[src/common/tcore_pkg.sv]
// shared widths and types for tcore; opcode field fixed at bits 15:12, unknown codes run as nop

package tcore_pkg;

	// --------------------------------------------------
	// widths
	// --------------------------------------------------
	// data path and register width
	parameter int DAT_W = 16;
	// one instruction per memory word
	parameter int INS_W = 16;
	// 1k words of instruction memory
	parameter int IMEM_AW = 10;
	// direct data addresses come from bits 7:0
	parameter int DMEM_AW = 8;
	// eight general registers
	parameter int REG_AW = 3;

	// --------------------------------------------------
	// vector types
	// --------------------------------------------------
	typedef logic [DAT_W-1:0]   dat_t;
	typedef logic [INS_W-1:0]   ins_t;
	typedef logic [IMEM_AW-1:0] iaddr_t;
	typedef logic [DMEM_AW-1:0] daddr_t;
	typedef logic [REG_AW-1:0]  reg_idx_t;

	// --------------------------------------------------
	// opcodes
	// --------------------------------------------------
	// register fields at 11:9, 8:6 and 5:3
	// ldi, ld and st carry an 8-bit value in 7:0
	// jmp target sits in 9:0
	typedef enum logic [3:0] {
		// no operation
		op_nop  = 4'd0,
		// ra <= zero-extended imm8
		op_ldi  = 4'd1,
		// ra <= rb + rc
		op_add  = 4'd2,
		// ra <= rb - rc
		op_sub  = 4'd3,
		// ra <= low half of rb * rc
		op_mul  = 4'd4,
		// ra <= dmem[addr8], two cycles
		op_ld   = 4'd5,
		// dmem[addr8] <= ra
		op_st   = 4'd6,
		// pc <= target, queue flushed
		op_jmp  = 4'd7,
		// sticky stop until reset
		op_halt = 4'd15
	} opcode_e;

endpackage

[src/common/ins_q_if.sv]
// fetch/queue/exec link; plain levels only, redirect is a single-cycle pulse
`timescale 1ns/1ps

interface ins_q_if;

	// fetch side, word returned by instruction memory
	logic                 push;
	tcore_pkg::ins_t      push_ins;
	// high with one free slot or less
	logic                 nearly_full;

	// exec side, head valid while empty is low
	logic                 pop;
	tcore_pkg::ins_t      head_ins;
	logic                 empty;

	// jump flush and pc reload
	logic                 redirect;
	tcore_pkg::iaddr_t    redirect_addr;
	// sticky stop, blocks further fetch
	logic                 halted;

	// producer
	modport fetch (
		output push, push_ins,
		input  nearly_full, redirect, redirect_addr, halted
	);

	// buffer
	modport queue (
		input  push, push_ins, pop, redirect,
		output head_ins, empty, nearly_full
	);

	// consumer
	modport exec (
		output pop, redirect, redirect_addr, halted,
		input  head_ins, empty
	);

endinterface

[src/rtl/exec/gprf.sv]
// 8 x 16 register file, reads are combinational so a write shows up the next cycle
`timescale 1ns/1ps

module gprf (
	input  logic                 clk,
	input  logic                 rst_n,
	input  tcore_pkg::reg_idx_t  rd_a,
	output tcore_pkg::dat_t      rd_a_dat,
	input  tcore_pkg::reg_idx_t  rd_b,
	output tcore_pkg::dat_t      rd_b_dat,
	input  logic                 wr_en,
	input  tcore_pkg::reg_idx_t  wr_idx,
	input  tcore_pkg::dat_t      wr_dat
);

	localparam int NUM_REGS = 2 ** tcore_pkg::REG_AW;

	// r0 is an ordinary register
	tcore_pkg::dat_t regs [NUM_REGS];

	// --------------------------------------------------
	// read ports
	// --------------------------------------------------
	assign rd_a_dat = regs[rd_a];
	assign rd_b_dat = regs[rd_b];

	// --------------------------------------------------
	// write port
	// --------------------------------------------------
	always_ff @(posedge clk or negedge rst_n) begin
		if (!rst_n) begin
			// programs may rely on zeroed registers
			for (int i = 0; i < NUM_REGS; i++) begin
				regs[i] <= '0;
			end
		end else if (wr_en) begin
			regs[wr_idx] <= wr_dat;
		end
	end

endmodule

[src/rtl/exec/ins_exec.sv]
// single-issue exec, ld takes 2 cycles and blocks the queue; stalls while empty, deselected or halted
`timescale 1ns/1ps

module ins_exec (
	input  logic               clk,
	input  logic               rst_n,
	input  logic               t_cs,
	ins_q_if.exec              q,
	output logic               dat_mem_en_b,
	output logic               dat_mem_rw,
	output tcore_pkg::daddr_t  dat_mem_addr,
	output tcore_pkg::dat_t    dat_mem_wdat,
	input  tcore_pkg::dat_t    dat_mem_rdat,
	output logic               halt
);

	typedef enum logic {
		exec_idle,
		exec_ld_wait
	} exec_state_e;

	exec_state_e          state;
	logic                 halted_q;

	// --------------------------------------------------
	// decode
	// --------------------------------------------------
	tcore_pkg::opcode_e   op;
	tcore_pkg::reg_idx_t  fld_a;
	tcore_pkg::reg_idx_t  fld_b;
	tcore_pkg::reg_idx_t  fld_c;
	logic [7:0]           imm8;

	// register file hookup
	tcore_pkg::reg_idx_t  rd_a;
	tcore_pkg::dat_t      rd_a_dat;
	tcore_pkg::dat_t      rd_b_dat;
	logic                 wr_en;
	tcore_pkg::reg_idx_t  wr_idx;
	tcore_pkg::dat_t      wr_dat;

	// alu result and its write request
	tcore_pkg::dat_t      alu_res;
	logic                 alu_wr;

	// ld destination held over the wait cycle
	tcore_pkg::reg_idx_t  ld_dst;

	logic                 exec_go;
	logic                 is_ld;
	logic                 is_st;

	assign op    = tcore_pkg::opcode_e'(q.head_ins[15:12]);
	assign fld_a = q.head_ins[11:9];
	assign fld_b = q.head_ins[8:6];
	assign fld_c = q.head_ins[5:3];
	assign imm8  = q.head_ins[7:0];

	// head executes this cycle
	assign exec_go = t_cs && !q.empty && !halted_q && (state == exec_idle);
	// every opcode leaves the queue in its first cycle
	assign q.pop   = exec_go;

	assign is_ld = exec_go && (op == tcore_pkg::op_ld);
	assign is_st = exec_go && (op == tcore_pkg::op_st);

	// --------------------------------------------------
	// register reads
	// --------------------------------------------------
	// st sends ra out as write data, alu ops read rb
	assign rd_a = (op == tcore_pkg::op_st) ? fld_a : fld_b;

	// --------------------------------------------------
	// alu
	// --------------------------------------------------
	always_comb begin
		alu_wr  = 1'b0;
		alu_res = '0;
		case (op)
			tcore_pkg::op_ldi: begin
				alu_wr  = 1'b1;
				// zero extend
				alu_res = {{(tcore_pkg::DAT_W - 8){1'b0}}, imm8};
			end
			tcore_pkg::op_add: begin
				alu_wr  = 1'b1;
				alu_res = rd_a_dat + rd_b_dat;
			end
			tcore_pkg::op_sub: begin
				alu_wr  = 1'b1;
				alu_res = rd_a_dat - rd_b_dat;
			end
			tcore_pkg::op_mul: begin
				alu_wr  = 1'b1;
				// keeps low 16 bits of product
				alu_res = rd_a_dat * rd_b_dat;
			end
			// ld, st, jmp, halt and unused codes write nothing here
			default: begin
				alu_wr  = 1'b0;
				alu_res = '0;
			end
		endcase
	end

	// write port shared by alu and ld return
	assign wr_en  = (exec_go && alu_wr) || (state == exec_ld_wait);
	assign wr_idx = (state == exec_ld_wait) ? ld_dst : fld_a;
	assign wr_dat = (state == exec_ld_wait) ? dat_mem_rdat : alu_res;

	// --------------------------------------------------
	// data memory
	// --------------------------------------------------
	// rw: 1 read, 0 write
	assign dat_mem_en_b = !(is_ld || is_st);
	assign dat_mem_rw   = !is_st;
	assign dat_mem_addr = q.head_ins[tcore_pkg::DMEM_AW-1:0];
	assign dat_mem_wdat = rd_a_dat;

	// jump pulse, queue and fetch act on the next edge
	assign q.redirect      = exec_go && (op == tcore_pkg::op_jmp);
	assign q.redirect_addr = q.head_ins[tcore_pkg::IMEM_AW-1:0];

	assign q.halted = halted_q;
	assign halt     = halted_q;

	// --------------------------------------------------
	// fsm and halt flag
	// --------------------------------------------------
	always_ff @(posedge clk or negedge rst_n) begin
		if (!rst_n) begin
			state    <= exec_idle;
			halted_q <= 1'b0;
		end else begin
			case (state)
				exec_idle:    state <= is_ld ? exec_ld_wait : exec_idle;
				// read data lands this cycle
				exec_ld_wait: state <= exec_idle;
				default:      state <= exec_idle;
			endcase
			// sticky until reset
			if (exec_go && (op == tcore_pkg::op_halt)) begin
				halted_q <= 1'b1;
			end
		end
	end

	always_ff @(posedge clk) begin
		if (is_ld) begin
			ld_dst <= fld_a;
		end
	end

	gprf u_gprf (
		.clk      (clk),
		.rst_n    (rst_n),
		.rd_a     (rd_a),
		.rd_a_dat (rd_a_dat),
		.rd_b     (fld_c),
		.rd_b_dat (rd_b_dat),
		.wr_en    (wr_en),
		.wr_idx   (wr_idx),
		.wr_dat   (wr_dat)
	);

endmodule

[src/rtl/fetch/pc_fetch.sv]
// one read per cycle into a 1-cycle sync imem; relies on nearly_full leaving a slot for the read in flight
`timescale 1ns/1ps

module pc_fetch (
	input  logic               clk,
	input  logic               rst_n,
	input  logic               t_cs,
	ins_q_if.fetch             q,
	input  tcore_pkg::ins_t    ins_mem_dat,
	output logic               ins_mem_en_b,
	output tcore_pkg::iaddr_t  ins_mem_addr
);

	// --------------------------------------------------
	// state
	// --------------------------------------------------
	// next address to read
	tcore_pkg::iaddr_t pc;
	// a read was issued last cycle, data on ins_mem_dat now
	logic              rd_pend;
	// read request this cycle
	logic              rd_issue;

	// --------------------------------------------------
	// read request
	// --------------------------------------------------
	// no new read while the queue is close to full,
	// while stopped or deselected
	// a redirect cycle issues nothing, the old pc is stale
	assign rd_issue = t_cs && !q.halted && !q.nearly_full && !q.redirect;

	// active-low enable straight from the request
	assign ins_mem_en_b = !rd_issue;
	assign ins_mem_addr = pc;

	// --------------------------------------------------
	// push of returned word
	// --------------------------------------------------
	// memory latency is one cycle, so push follows the read
	assign q.push     = rd_pend;
	assign q.push_ins = ins_mem_dat;

	// --------------------------------------------------
	// pc and pending bit
	// --------------------------------------------------
	always_ff @(posedge clk or negedge rst_n) begin
		if (!rst_n) begin
			pc      <= '0;
			rd_pend <= 1'b0;
		end else if (q.redirect) begin
			// jump target, any word in flight is dropped
			pc      <= q.redirect_addr;
			rd_pend <= 1'b0;
		end else begin
			rd_pend <= rd_issue;
			// advance only on an accepted read
			if (rd_issue) begin
				pc <= pc + 1'b1;
			end
		end
	end

endmodule

[src/rtl/ins_queue.sv]
// fwft instruction queue, IQ_DEPTH >= 2; redirect clear beats a same-cycle push
`timescale 1ns/1ps

module ins_queue #(
	parameter int IQ_DEPTH = 4
) (
	input  logic   clk,
	input  logic   rst_n,
	ins_q_if.queue q
);

	localparam int PTR_W = $clog2(IQ_DEPTH);
	localparam int CNT_W = $clog2(IQ_DEPTH + 1);

	// storage, payload only
	tcore_pkg::ins_t  mem [IQ_DEPTH];

	logic [PTR_W-1:0] wr_ptr;
	logic [PTR_W-1:0] rd_ptr;
	// words held
	logic [CNT_W-1:0] count;

	logic             full;
	logic             wr_ok;
	logic             rd_ok;

	// --------------------------------------------------
	// status
	// --------------------------------------------------
	assign full          = (count == CNT_W'(IQ_DEPTH));
	assign q.empty       = (count == '0);
	// one slot or less left, covers the fetch already in flight
	assign q.nearly_full = (count >= CNT_W'(IQ_DEPTH - 1));
	// head always on the read pointer
	assign q.head_ins    = mem[rd_ptr];

	// full guard, fetch should never hit it
	assign wr_ok = q.push && !full;
	assign rd_ok = q.pop && !q.empty;

	// write side, no reset on the array
	always_ff @(posedge clk) begin
		if (wr_ok) begin
			mem[wr_ptr] <= q.push_ins;
		end
	end

	// --------------------------------------------------
	// pointers and count
	// --------------------------------------------------
	always_ff @(posedge clk or negedge rst_n) begin
		if (!rst_n) begin
			wr_ptr <= '0;
			rd_ptr <= '0;
			count  <= '0;
		end else if (q.redirect) begin
			// flush on jump
			wr_ptr <= '0;
			rd_ptr <= '0;
			count  <= '0;
		end else begin
			// wrap by hand, depth need not be a power of two
			if (wr_ok) begin
				wr_ptr <= (wr_ptr == PTR_W'(IQ_DEPTH - 1)) ? '0 : wr_ptr + 1'b1;
			end
			if (rd_ok) begin
				rd_ptr <= (rd_ptr == PTR_W'(IQ_DEPTH - 1)) ? '0 : rd_ptr + 1'b1;
			end
			case ({wr_ok, rd_ok})
				2'b10:   count <= count + 1'b1;
				2'b01:   count <= count - 1'b1;
				default: count <= count;
			endcase
		end
	end

endmodule

[src/rtl/tcore_top.sv]
// tcore core without memories; both mems must be sync with 1-cycle read latency, enables active low
`timescale 1ns/1ps

module tcore_top #(
	// instruction queue depth, 2 or more
	parameter int IQ_DEPTH = 4
) (
	input  logic               clk,
	input  logic               rst_n,
	// chip select, low freezes fetch and execute
	input  logic               t_cs,

	// instruction memory
	input  tcore_pkg::ins_t    ins_mem_dat,
	output logic               ins_mem_en_b,
	output tcore_pkg::iaddr_t  ins_mem_addr,

	// data memory, rw 1 read 0 write
	output logic               dat_mem_en_b,
	output logic               dat_mem_rw,
	output tcore_pkg::daddr_t  dat_mem_addr,
	output tcore_pkg::dat_t    dat_mem_wdat,
	input  tcore_pkg::dat_t    dat_mem_rdat,

	// sticky stop
	output logic               halt
);

	// --------------------------------------------------
	// fetch -> queue -> exec link
	// --------------------------------------------------
	ins_q_if iq ();

	pc_fetch u_fetch (
		.clk          (clk),
		.rst_n        (rst_n),
		.t_cs         (t_cs),
		.q            (iq),
		.ins_mem_dat  (ins_mem_dat),
		.ins_mem_en_b (ins_mem_en_b),
		.ins_mem_addr (ins_mem_addr)
	);

	ins_queue #(
		.IQ_DEPTH (IQ_DEPTH)
	) u_queue (
		.clk   (clk),
		.rst_n (rst_n),
		.q     (iq)
	);

	// decode, alu and register file
	ins_exec u_exec (
		.clk          (clk),
		.rst_n        (rst_n),
		.t_cs         (t_cs),
		.q            (iq),
		.dat_mem_en_b (dat_mem_en_b),
		.dat_mem_rw   (dat_mem_rw),
		.dat_mem_addr (dat_mem_addr),
		.dat_mem_wdat (dat_mem_wdat),
		.dat_mem_rdat (dat_mem_rdat),
		.halt         (halt)
	);

endmodule

[config.mk]
export PLATFORM = sky130hd
export DESIGN_NAME = tcore_top
export DESIGN_NICKNAME = d
export VERILOG_FILES = /design/src/common/tcore_pkg.sv /design/src/common/ins_q_if.sv /design/src/rtl/exec/gprf.sv /design/src/rtl/exec/ins_exec.sv /design/src/rtl/fetch/pc_fetch.sv /design/src/rtl/ins_queue.sv /design/src/rtl/tcore_top.sv
export SDC_FILE = /design/constraint.sdc
export NUM_CORES = 1
export LEC_CHECK = 0
export BUFFER_PORTS_ARGS = -buffer_cell sky130_fd_sc_hd__buf_4
export CELL_PAD_IN_SITES_DETAIL_PLACEMENT = 0
export CELL_PAD_IN_SITES_GLOBAL_PLACEMENT = 2
export CORE_UTILIZATION = 46
export DETAILED_ROUTE_END_ITERATION = 6
export PLACE_DENSITY = 0.91
export SLEW_MARGIN = 20
export SYNTH_ARGS = -nofsm -noshare
export SYNTH_HDL_FRONTEND = slang
export SYNTH_SLANG_ARGS = --single-unit
[constraint.sdc]
create_clock -name clk -period 15.3 [get_ports clk]
set_input_delay 0.765 -clock clk [delete_from_list [all_inputs] [get_ports clk]]
set_output_delay 0.765 -clock clk [all_outputs]
set_load 0.01 [all_outputs]
=== Word-level counts from Yosys, hierarchy flattened ===
Memory sizes are Yosys's and may differ from the RTL's.
Index checks and enable logic that the tools add are counted.
W data, S select, Z words.

* Register bits: 151
* Memory bits (writable): 64
* Output and inout bits: 38
* Memories: 1

{| class="wikitable"
|+ Memory list
! memory !! words !! width !! read ports !! clocked after memory_dff !! wr ports !! line !! source
|-
| u_queue.mem || 4 || 16 || 1 || 0 || 1 || ins_queue.sv:16 || <nowiki>tcore_pkg::ins_t mem [IQ_DEPTH];</nowiki>
|}

* Add/subtract/negate cells: 7
* Multipliers: 1
* Magnitude comparators: 5
* Eq/ne operators: 13
* Muxes and demuxes: 29
* Bitwise gates (word level): 4
* Reductions and logical operators: 30

{| class="wikitable"
|+ Operators by type and width
! kind !! number
|-
| $bwmux W128 || 1
|-
| $bmux W16 S3 || 2
|-
| $mux W16 || 6
|-
| $pmux W16 S4 || 1
|-
| $demux W16 S3 || 1
|-
| $mux W10 || 2
|-
| $add A16 B16 Y16 || 1
|-
| $eq A4 B3 Y1 const B || 4
|-
| $mul A16 B16 Y16 || 1
|-
| $sub A16 B16 Y16 || 1
|-
| $logic_and A1 B1 Y1 || 14
|-
| $ge A4 B4 Y1 const B || 3
|-
| $mux W2 || 6
|-
| $not A3 Y4 || 3
|-
| $add A10 B1 Y10 const B || 1
|-
| $mux W3 || 3
|-
| $eq A4 B2 Y1 const B || 2
|-
| $logic_not A1 Y1 || 8
|-
| $eq A2 B2 Y1 const B || 3
|-
| $pmux W3 S2 || 1
|-
| $reduce_bool A2 Y1 || 3
|-
| $mux W1 || 5
|-
| $add A2 B1 Y2 const B || 2
|-
| $eq A4 B1 Y1 const B || 1
|-
| 13 further kinds || 14
|}

=== Logic depth before layout (Yosys ltp) ===
An unclocked memory read counts as a cell.

* Depth in word-level cells: 11
* Mapped depth: 36
* Depth with buffers taken out: 31

=== Modules after synthesis ===
From an unflattened synthesis, not the netlist that was laid out.

* Cells, all modules: 1344
* Area, all modules: 16450.8 um^2

{| class="wikitable"
|+ By module, submodules not included
! module !! times used !! cells an instance !! area each (um^2)
|-
| gprf || 1 || 393 || 6991.7
|-
| ins_exec || 1 || 723 || 5800.6
|-
| ins_queue || 1 || 151 || 2947.8
|-
| pc_fetch || 1 || 77 || 710.7
|}

=== Worst setup path after synthesis ===
Ideal clock, no wire load.

* Kind: register to register
* Start point: reg u_queue.rd_ptr[1]
* End point: reg u_exec.u_gprf.regs[127] (netlist bit)
* Arrival: 8.132 ns
* Setup slack: 7.031 ns
* Cell stages (with the launch flop): 31
* Path buffers: 7
* Clock period less this slack: 8.269 ns
* Path through: dfrtp_1 > buf_2 > buf_4 > mux4_2 > buf_2 > buf_2 > buf_2 > buf_2 > mux4_2 > mux2i_1 > clkbuf_1 > or2_2 > fa_1 > fa_1 > inv_1 > fa_1 > fa_1 > inv_1 > fa_1 > fa_1 > xnor2_1 > xnor2_1 > xnor2_1 > xnor2_1 > xnor2_1 > xnor2_1 > xnor2_1 > xnor2_2 > xnor3_1 > a221oi_4 > o31ai_1

* Elaborated cells between the ends (all ways): 32
* Those cells by class: 2 x add/sub; 1 x mul; 2 x order compare; 5 x eq/ne; 14 x mux; 3 x bitwise; 4 x reduce/logical; 1 x memory

{| class="wikitable"
|+ RTL lines
! item !! line !! source
|-
| start: declaration || ins_queue.sv:19 || <nowiki>logic [PTR_W-1:0] rd_ptr;</nowiki>
|-
| start signal: assignment || ins_queue.sv:67 || <nowiki>rd_ptr <= (rd_ptr == PTR_W'(IQ_DEPTH - 1)) ? '0 : rd_ptr + 1'b1;</nowiki>
|-
| $mem_v2 Z4 W16 (*) || n/a ||
|-
| via iq.head_ins[3] || ins_q_if.sv:14 || <nowiki>tcore_pkg::ins_t head_ins;</nowiki>
|-
| $not A3 Y4 (implied by the code) (*) || gprf.sv:25 || <nowiki>assign rd_b_dat = regs[rd_b];</nowiki>
|-
| $bmux W16 S3 (*) || gprf.sv:25 ||
|-
| $mux W16 (implied by the code) (*) (2 in a row) || gprf.sv:25 ||
|-
| $mul A16 B16 Y16, or another cell as far along || ins_exec.sv:96 || <nowiki>alu_res = rd_a_dat * rd_b_dat;</nowiki>
|-
| $pmux W16 S4 (*) || ins_exec.sv:79 || <nowiki>case (op)</nowiki>
|-
| $mux W16 (*) || ins_exec.sv:109 || <nowiki>assign wr_dat = (state == exec_ld_wait) ? dat_mem_rdat : alu_res;</nowiki>
|-
| $bwmux W128 (*) || gprf.sv:37 || <nowiki>regs[wr_idx] <= wr_dat;</nowiki>
|-
| end signal: indexed assignment || gprf.sv:37 ||
|-
| end: declaration || gprf.sv:19 || <nowiki>tcore_pkg::dat_t regs [NUM_REGS];</nowiki>
|}

The timed path passes the listed nets; every way through them passes the cells marked *. The select of a mux whose other input is x is not followed.
A chain may end at the register's enable or synchronous reset.

=== Worst setup path after layout ===
* Start point: reg u_queue.rd_ptr[1]
* End point: reg u_exec.u_gprf.regs[111] (netlist bit)

* Word-level cells in the longest chain between the ends: 11
* Elaborated cells between the ends (all ways): 32
* Those cells by class: 2 x add/sub; 1 x mul; 2 x order compare; 5 x eq/ne; 14 x mux; 3 x bitwise; 4 x reduce/logical; 1 x memory

{| class="wikitable"
|+ RTL lines
! item !! line !! source
|-
| $mem_v2 Z4 W16 (*) || n/a ||
|-
| $eq A4 B3 Y1 || ins_exec.sv:71 || <nowiki>assign rd_a = (op == tcore_pkg::op_st) ? fld_a : fld_b;</nowiki>
|-
| $mux W3 || ins_exec.sv:71 ||
|-
| $not A3 Y4 (implied by the code) || gprf.sv:24 || <nowiki>assign rd_a_dat = regs[rd_a];</nowiki>
|-
| $bmux W16 S3 || gprf.sv:24 ||
|-
| $mux W16 (implied by the code) (2 in a row) || gprf.sv:24 ||
|-
| $mul A16 B16 Y16, or another cell as far along || ins_exec.sv:96 ||
|-
| $pmux W16 S4 || ins_exec.sv:79 ||
|-
| $mux W16 || ins_exec.sv:109 ||
|-
| $bwmux W128 || gprf.sv:37 ||
|}

Mark *: on every way between the ends. The rest lies on a longest branch, timed or not. The select of a mux whose other input is x is not followed.

==> flow_summary_export.csv <==
group,metric,value,unit
outcome,status,"finished clean",
cts,numCtsBuffers,24,
global_route,grt_overflow,0,
yosys,synth_top_area_share,23.14,%
critical_path,end_kind,"register",
cells_and_area,area_growth,10.86,%
cts,cts_tree,"yes",
global_route,antenna_found_initial,0,
timing,worst_pin_slew,1102,ps
timing,finalMaxSlewViolations,0,
yosys,synth_mux_area_share,17.76,%
critical_path,cp-start-kind,"register",
drt,viasPerCell,5.697,
floorplanning,design.core.area,0.03387,mm2
cts,cts_max_path_buffers,3,
drt,dr.max_layer_used,"met4",
yosys,syn_inst,1486,
drt,drc,0,
floorplanning,die-area,0.03554,mm2
timing,post-route-period-util,63.87,%
critical_path,cpMaxStageDelayCell,"mux2i_1",
yosys,synthAdderAreaFrac,15.76,%
drt,drtIter0Drc,902,
cts,cts_root_buf,"clkbuf_16",
floorplanning,chipWidth,188.5,um
yosys,synth.top_cells.by_area,"dfrtp_1, edfxtp_1, fa_1",
cts,cts-htree-levels,1,
yosys,synth_nets,1674,
critical_path,path_depth,30,
drt,route.met2.wl,20.40,mm
yosys,ys_types,76,
timing,finalHoldViolCount,0,
cells_and_area,nNetsFinal,1719,
timing,fin_setup_tns,0,ps
placed_design,hpwl,30.08,mm
job,maxCapViolCount,0,
floorplanning,ios,73,
placed_design,port-buffer-count,72,
cts,post_cts_resized,0,
cells_and_area,stdcell_area,0.01774,mm2
timing,maxSlewHeadroom,26.34,%
critical_path,path_common_cell,"inv_1",
timing,period_minus_slack,9771,ps
yosys,yosysSeqAreaShare,35.71,%
yosys,synth_compound_area_share,8.888,%
yosys,synth_largest_area_cell,"dfrtp_1",
yosys,synth_edf_count,67,
yosys,synth_top_family_by_area,"multiplexers",
yosys,synthTopCellsByCount,"dfrtp_1, inv_1, nand2_1, nor2_1, fa_1",
critical_path,reg2reg_depth,30,
critical_path,critical-path-max-stage-delay,890,ps
cts,worstSkewPairLatency,530,ps
yosys,synthSimpleGateAreaFrac,11.37,%
yosys,ys_ff_latch,215,
cts,clock_sinks,215,
critical_path,worstPathRequired,15660,ps
drt,ant_nets,0,
global_route,grt_pass1_vias,11730,
critical_path,worst-path-buf-inv,5,
drt,totalWireLength,43.19,mm
cells_and_area,drive_gt1_share,22.27,%
timing,clock_skew,35.07,ps
timing,rsz0062_at_grt,"false",
yosys,synth_ff_type,"dfrtp_1",
placed_design,place_congestion,0.8510,
yosys,yosysWarnings,0,
drt,num_vias,11380,
global_route,grt_max_degree,91,
cells_and_area,num_antenna_cells,0,
critical_path,critPathKind,"reg -> reg",
floorplanning,die_height,188.5,um
yosys,synth_xor_xnor_area_share,4.456,%
placed_design,dpl_cell_area,0.01692,mm2
drt,met3_wirelength,2.184,mm
drt,met1_length,19.57,mm
cts,cts_setup_buffers,0,
timing,fmax,0.1023,GHz
critical_path,worstPathArrival,10130,ps
yosys,avgSynthCellArea,10.77,um2
drt,wl_per_cell,21.63,um
yosys,netlist_area,0.01601,mm2
drt,first_pass_iters,5,
critical_path,worstPathMaxFanout,18,
floorplanning,start_util,47.26,%
yosys,async_flop_share,68.84,%
global_route,grt_pass1_wl,68.12,mm
global_route,grt_usage,25.01,%
floorplanning,rows,67,
hold_path,hp-class,"in -> async",
critical_path,cp_top_family,"adder cells",
timing,setup_viol,0,
cts,path_clk_slew,60,ps
cts,hold_buffers,0,
[area by class of cell]
type                    count  area, um2
fillers                  3085      16120
multi-input cells        1041       9335
flip-flops and latches    215       5715
repair buffers            100      754.5
clock buffers              32      670.6
well taps                 448      560.5
inverters                 149      559.3
clock inverters            12      147.6
[registers in the layout, indices dropped and copies added, names as in the netlist, 2 cells and up]
name / cells
u_queue.mem: 64
u_fetch.ins_mem_addr: 10
u_queue.wr_ptr: 2
u_exec.u_gprf.regs: 128
u_queue.count: 3
u_exec.ld_dst: 3
u_queue.rd_ptr: 2
[stage by stage]
step / utilization, % / cells / setup slack [ps] / hold slack, ps
floorplan: - / 1486 / 7031 / 459.9
global placement: 49.94 / 1953 / 5791 / 475.8
detailed placement: 49.96 / 1953 / 5612 / 490.6
CTS: 52.38 / 1997 / 5559 / 332.3
global route: 52.39 / 1997 / 5013 / 368.5
finish: 52.39 / 1997 / 5529 / 303.5
[placed cells by master (no fill, tap or decap), types with 4 or more instances in the layout]
cell	Yosys	layout
a22oi_1	16	16
ha_1	72	72
o21ai_1	4	4
or2_2	50	50
mux2i_1	57	56
nand2_2	1	5
edfxtp_1	67	67
nand2_1	129	125
mux2_2	67	67
clkbuf_16	0	24
buf_4	11	99
clkbuf_8	0	4
and2_1	6	6
mux4_2	62	62
dfrtp_1	148	148
o31ai_1	16	16
fa_1	81	81
o21bai_1	4	4
inv_1	148	148
xor2_1	23	23
nor2b_1	7	7
xnor2_1	54	54
o21a_1	5	5
clkinv_2	0	5
nand3_1	9	9
a31oi_1	7	7
nand4_1	6	6
nor2_1	128	128
clkbuf_1	48	4
nand2b_1	14	14
and3_1	10	10
a21oi_1	66	66
o21ai_0	70	70
o22ai_1	4	4
nor3_1	8	8
[path summary, 6_finish.rpt]
kind	end	start	slack [ps]
max in group asynchronous	u_exec.u_gprf.regs[127]	rst_n	13650
worst max-delay path	u_exec.u_gprf.regs[111]	u_queue.rd_ptr[1]	5530
worst max register to register	u_exec.u_gprf.regs[111]	u_queue.rd_ptr[1]	5530
worst min-delay path	u_exec.u_gprf.regs[94]	rst_n	300
min in group clk	u_queue.mem[3][2]	ins_mem_dat[2]	430
worst min register to register	u_exec.u_gprf.regs[15]	u_exec.u_gprf.regs[15]	500
[metal layers]
| metal | vias up | global-route usage [%] |
|---|---|---|
| met1 | 5771 | 35.36 |
| met2 | 332 | 40.48 |
| met3 | 62 | 3.315 |
| met5 | - | 0 |
| met4 | 0 | 6.731 |
| li1 | 5212 | - |
[kinds of logic (layout without fill, tap and decap cells)]
family / after synthesis / count (layout)
flip-flops: 215 / 215
XOR/XNOR: 79 / 79
AO/OA/AOI/OAI: 226 / 226
multiplexers: 193 / 193
AND/OR/NAND/NOR: 390 / 390
buffers and inverters: 230 / 293
adder cells (fa/ha/maj): 153 / 153
[worst register-to-register path: cells and delay by family (launching register included)]
family / cells / cell delay (ps)
mux: 2 / 1390
fa+ha+maj: 7 / 2600
compound gates: 10 / 2070
xor+xnor: 1 / 410
flops: 1 / 880
simple gates: 5 / 1990
buf+inv: 5 / 240
Power is not shown: default switching activity piles up to over one toggle a cycle in this logic, so the estimate is an artifact.
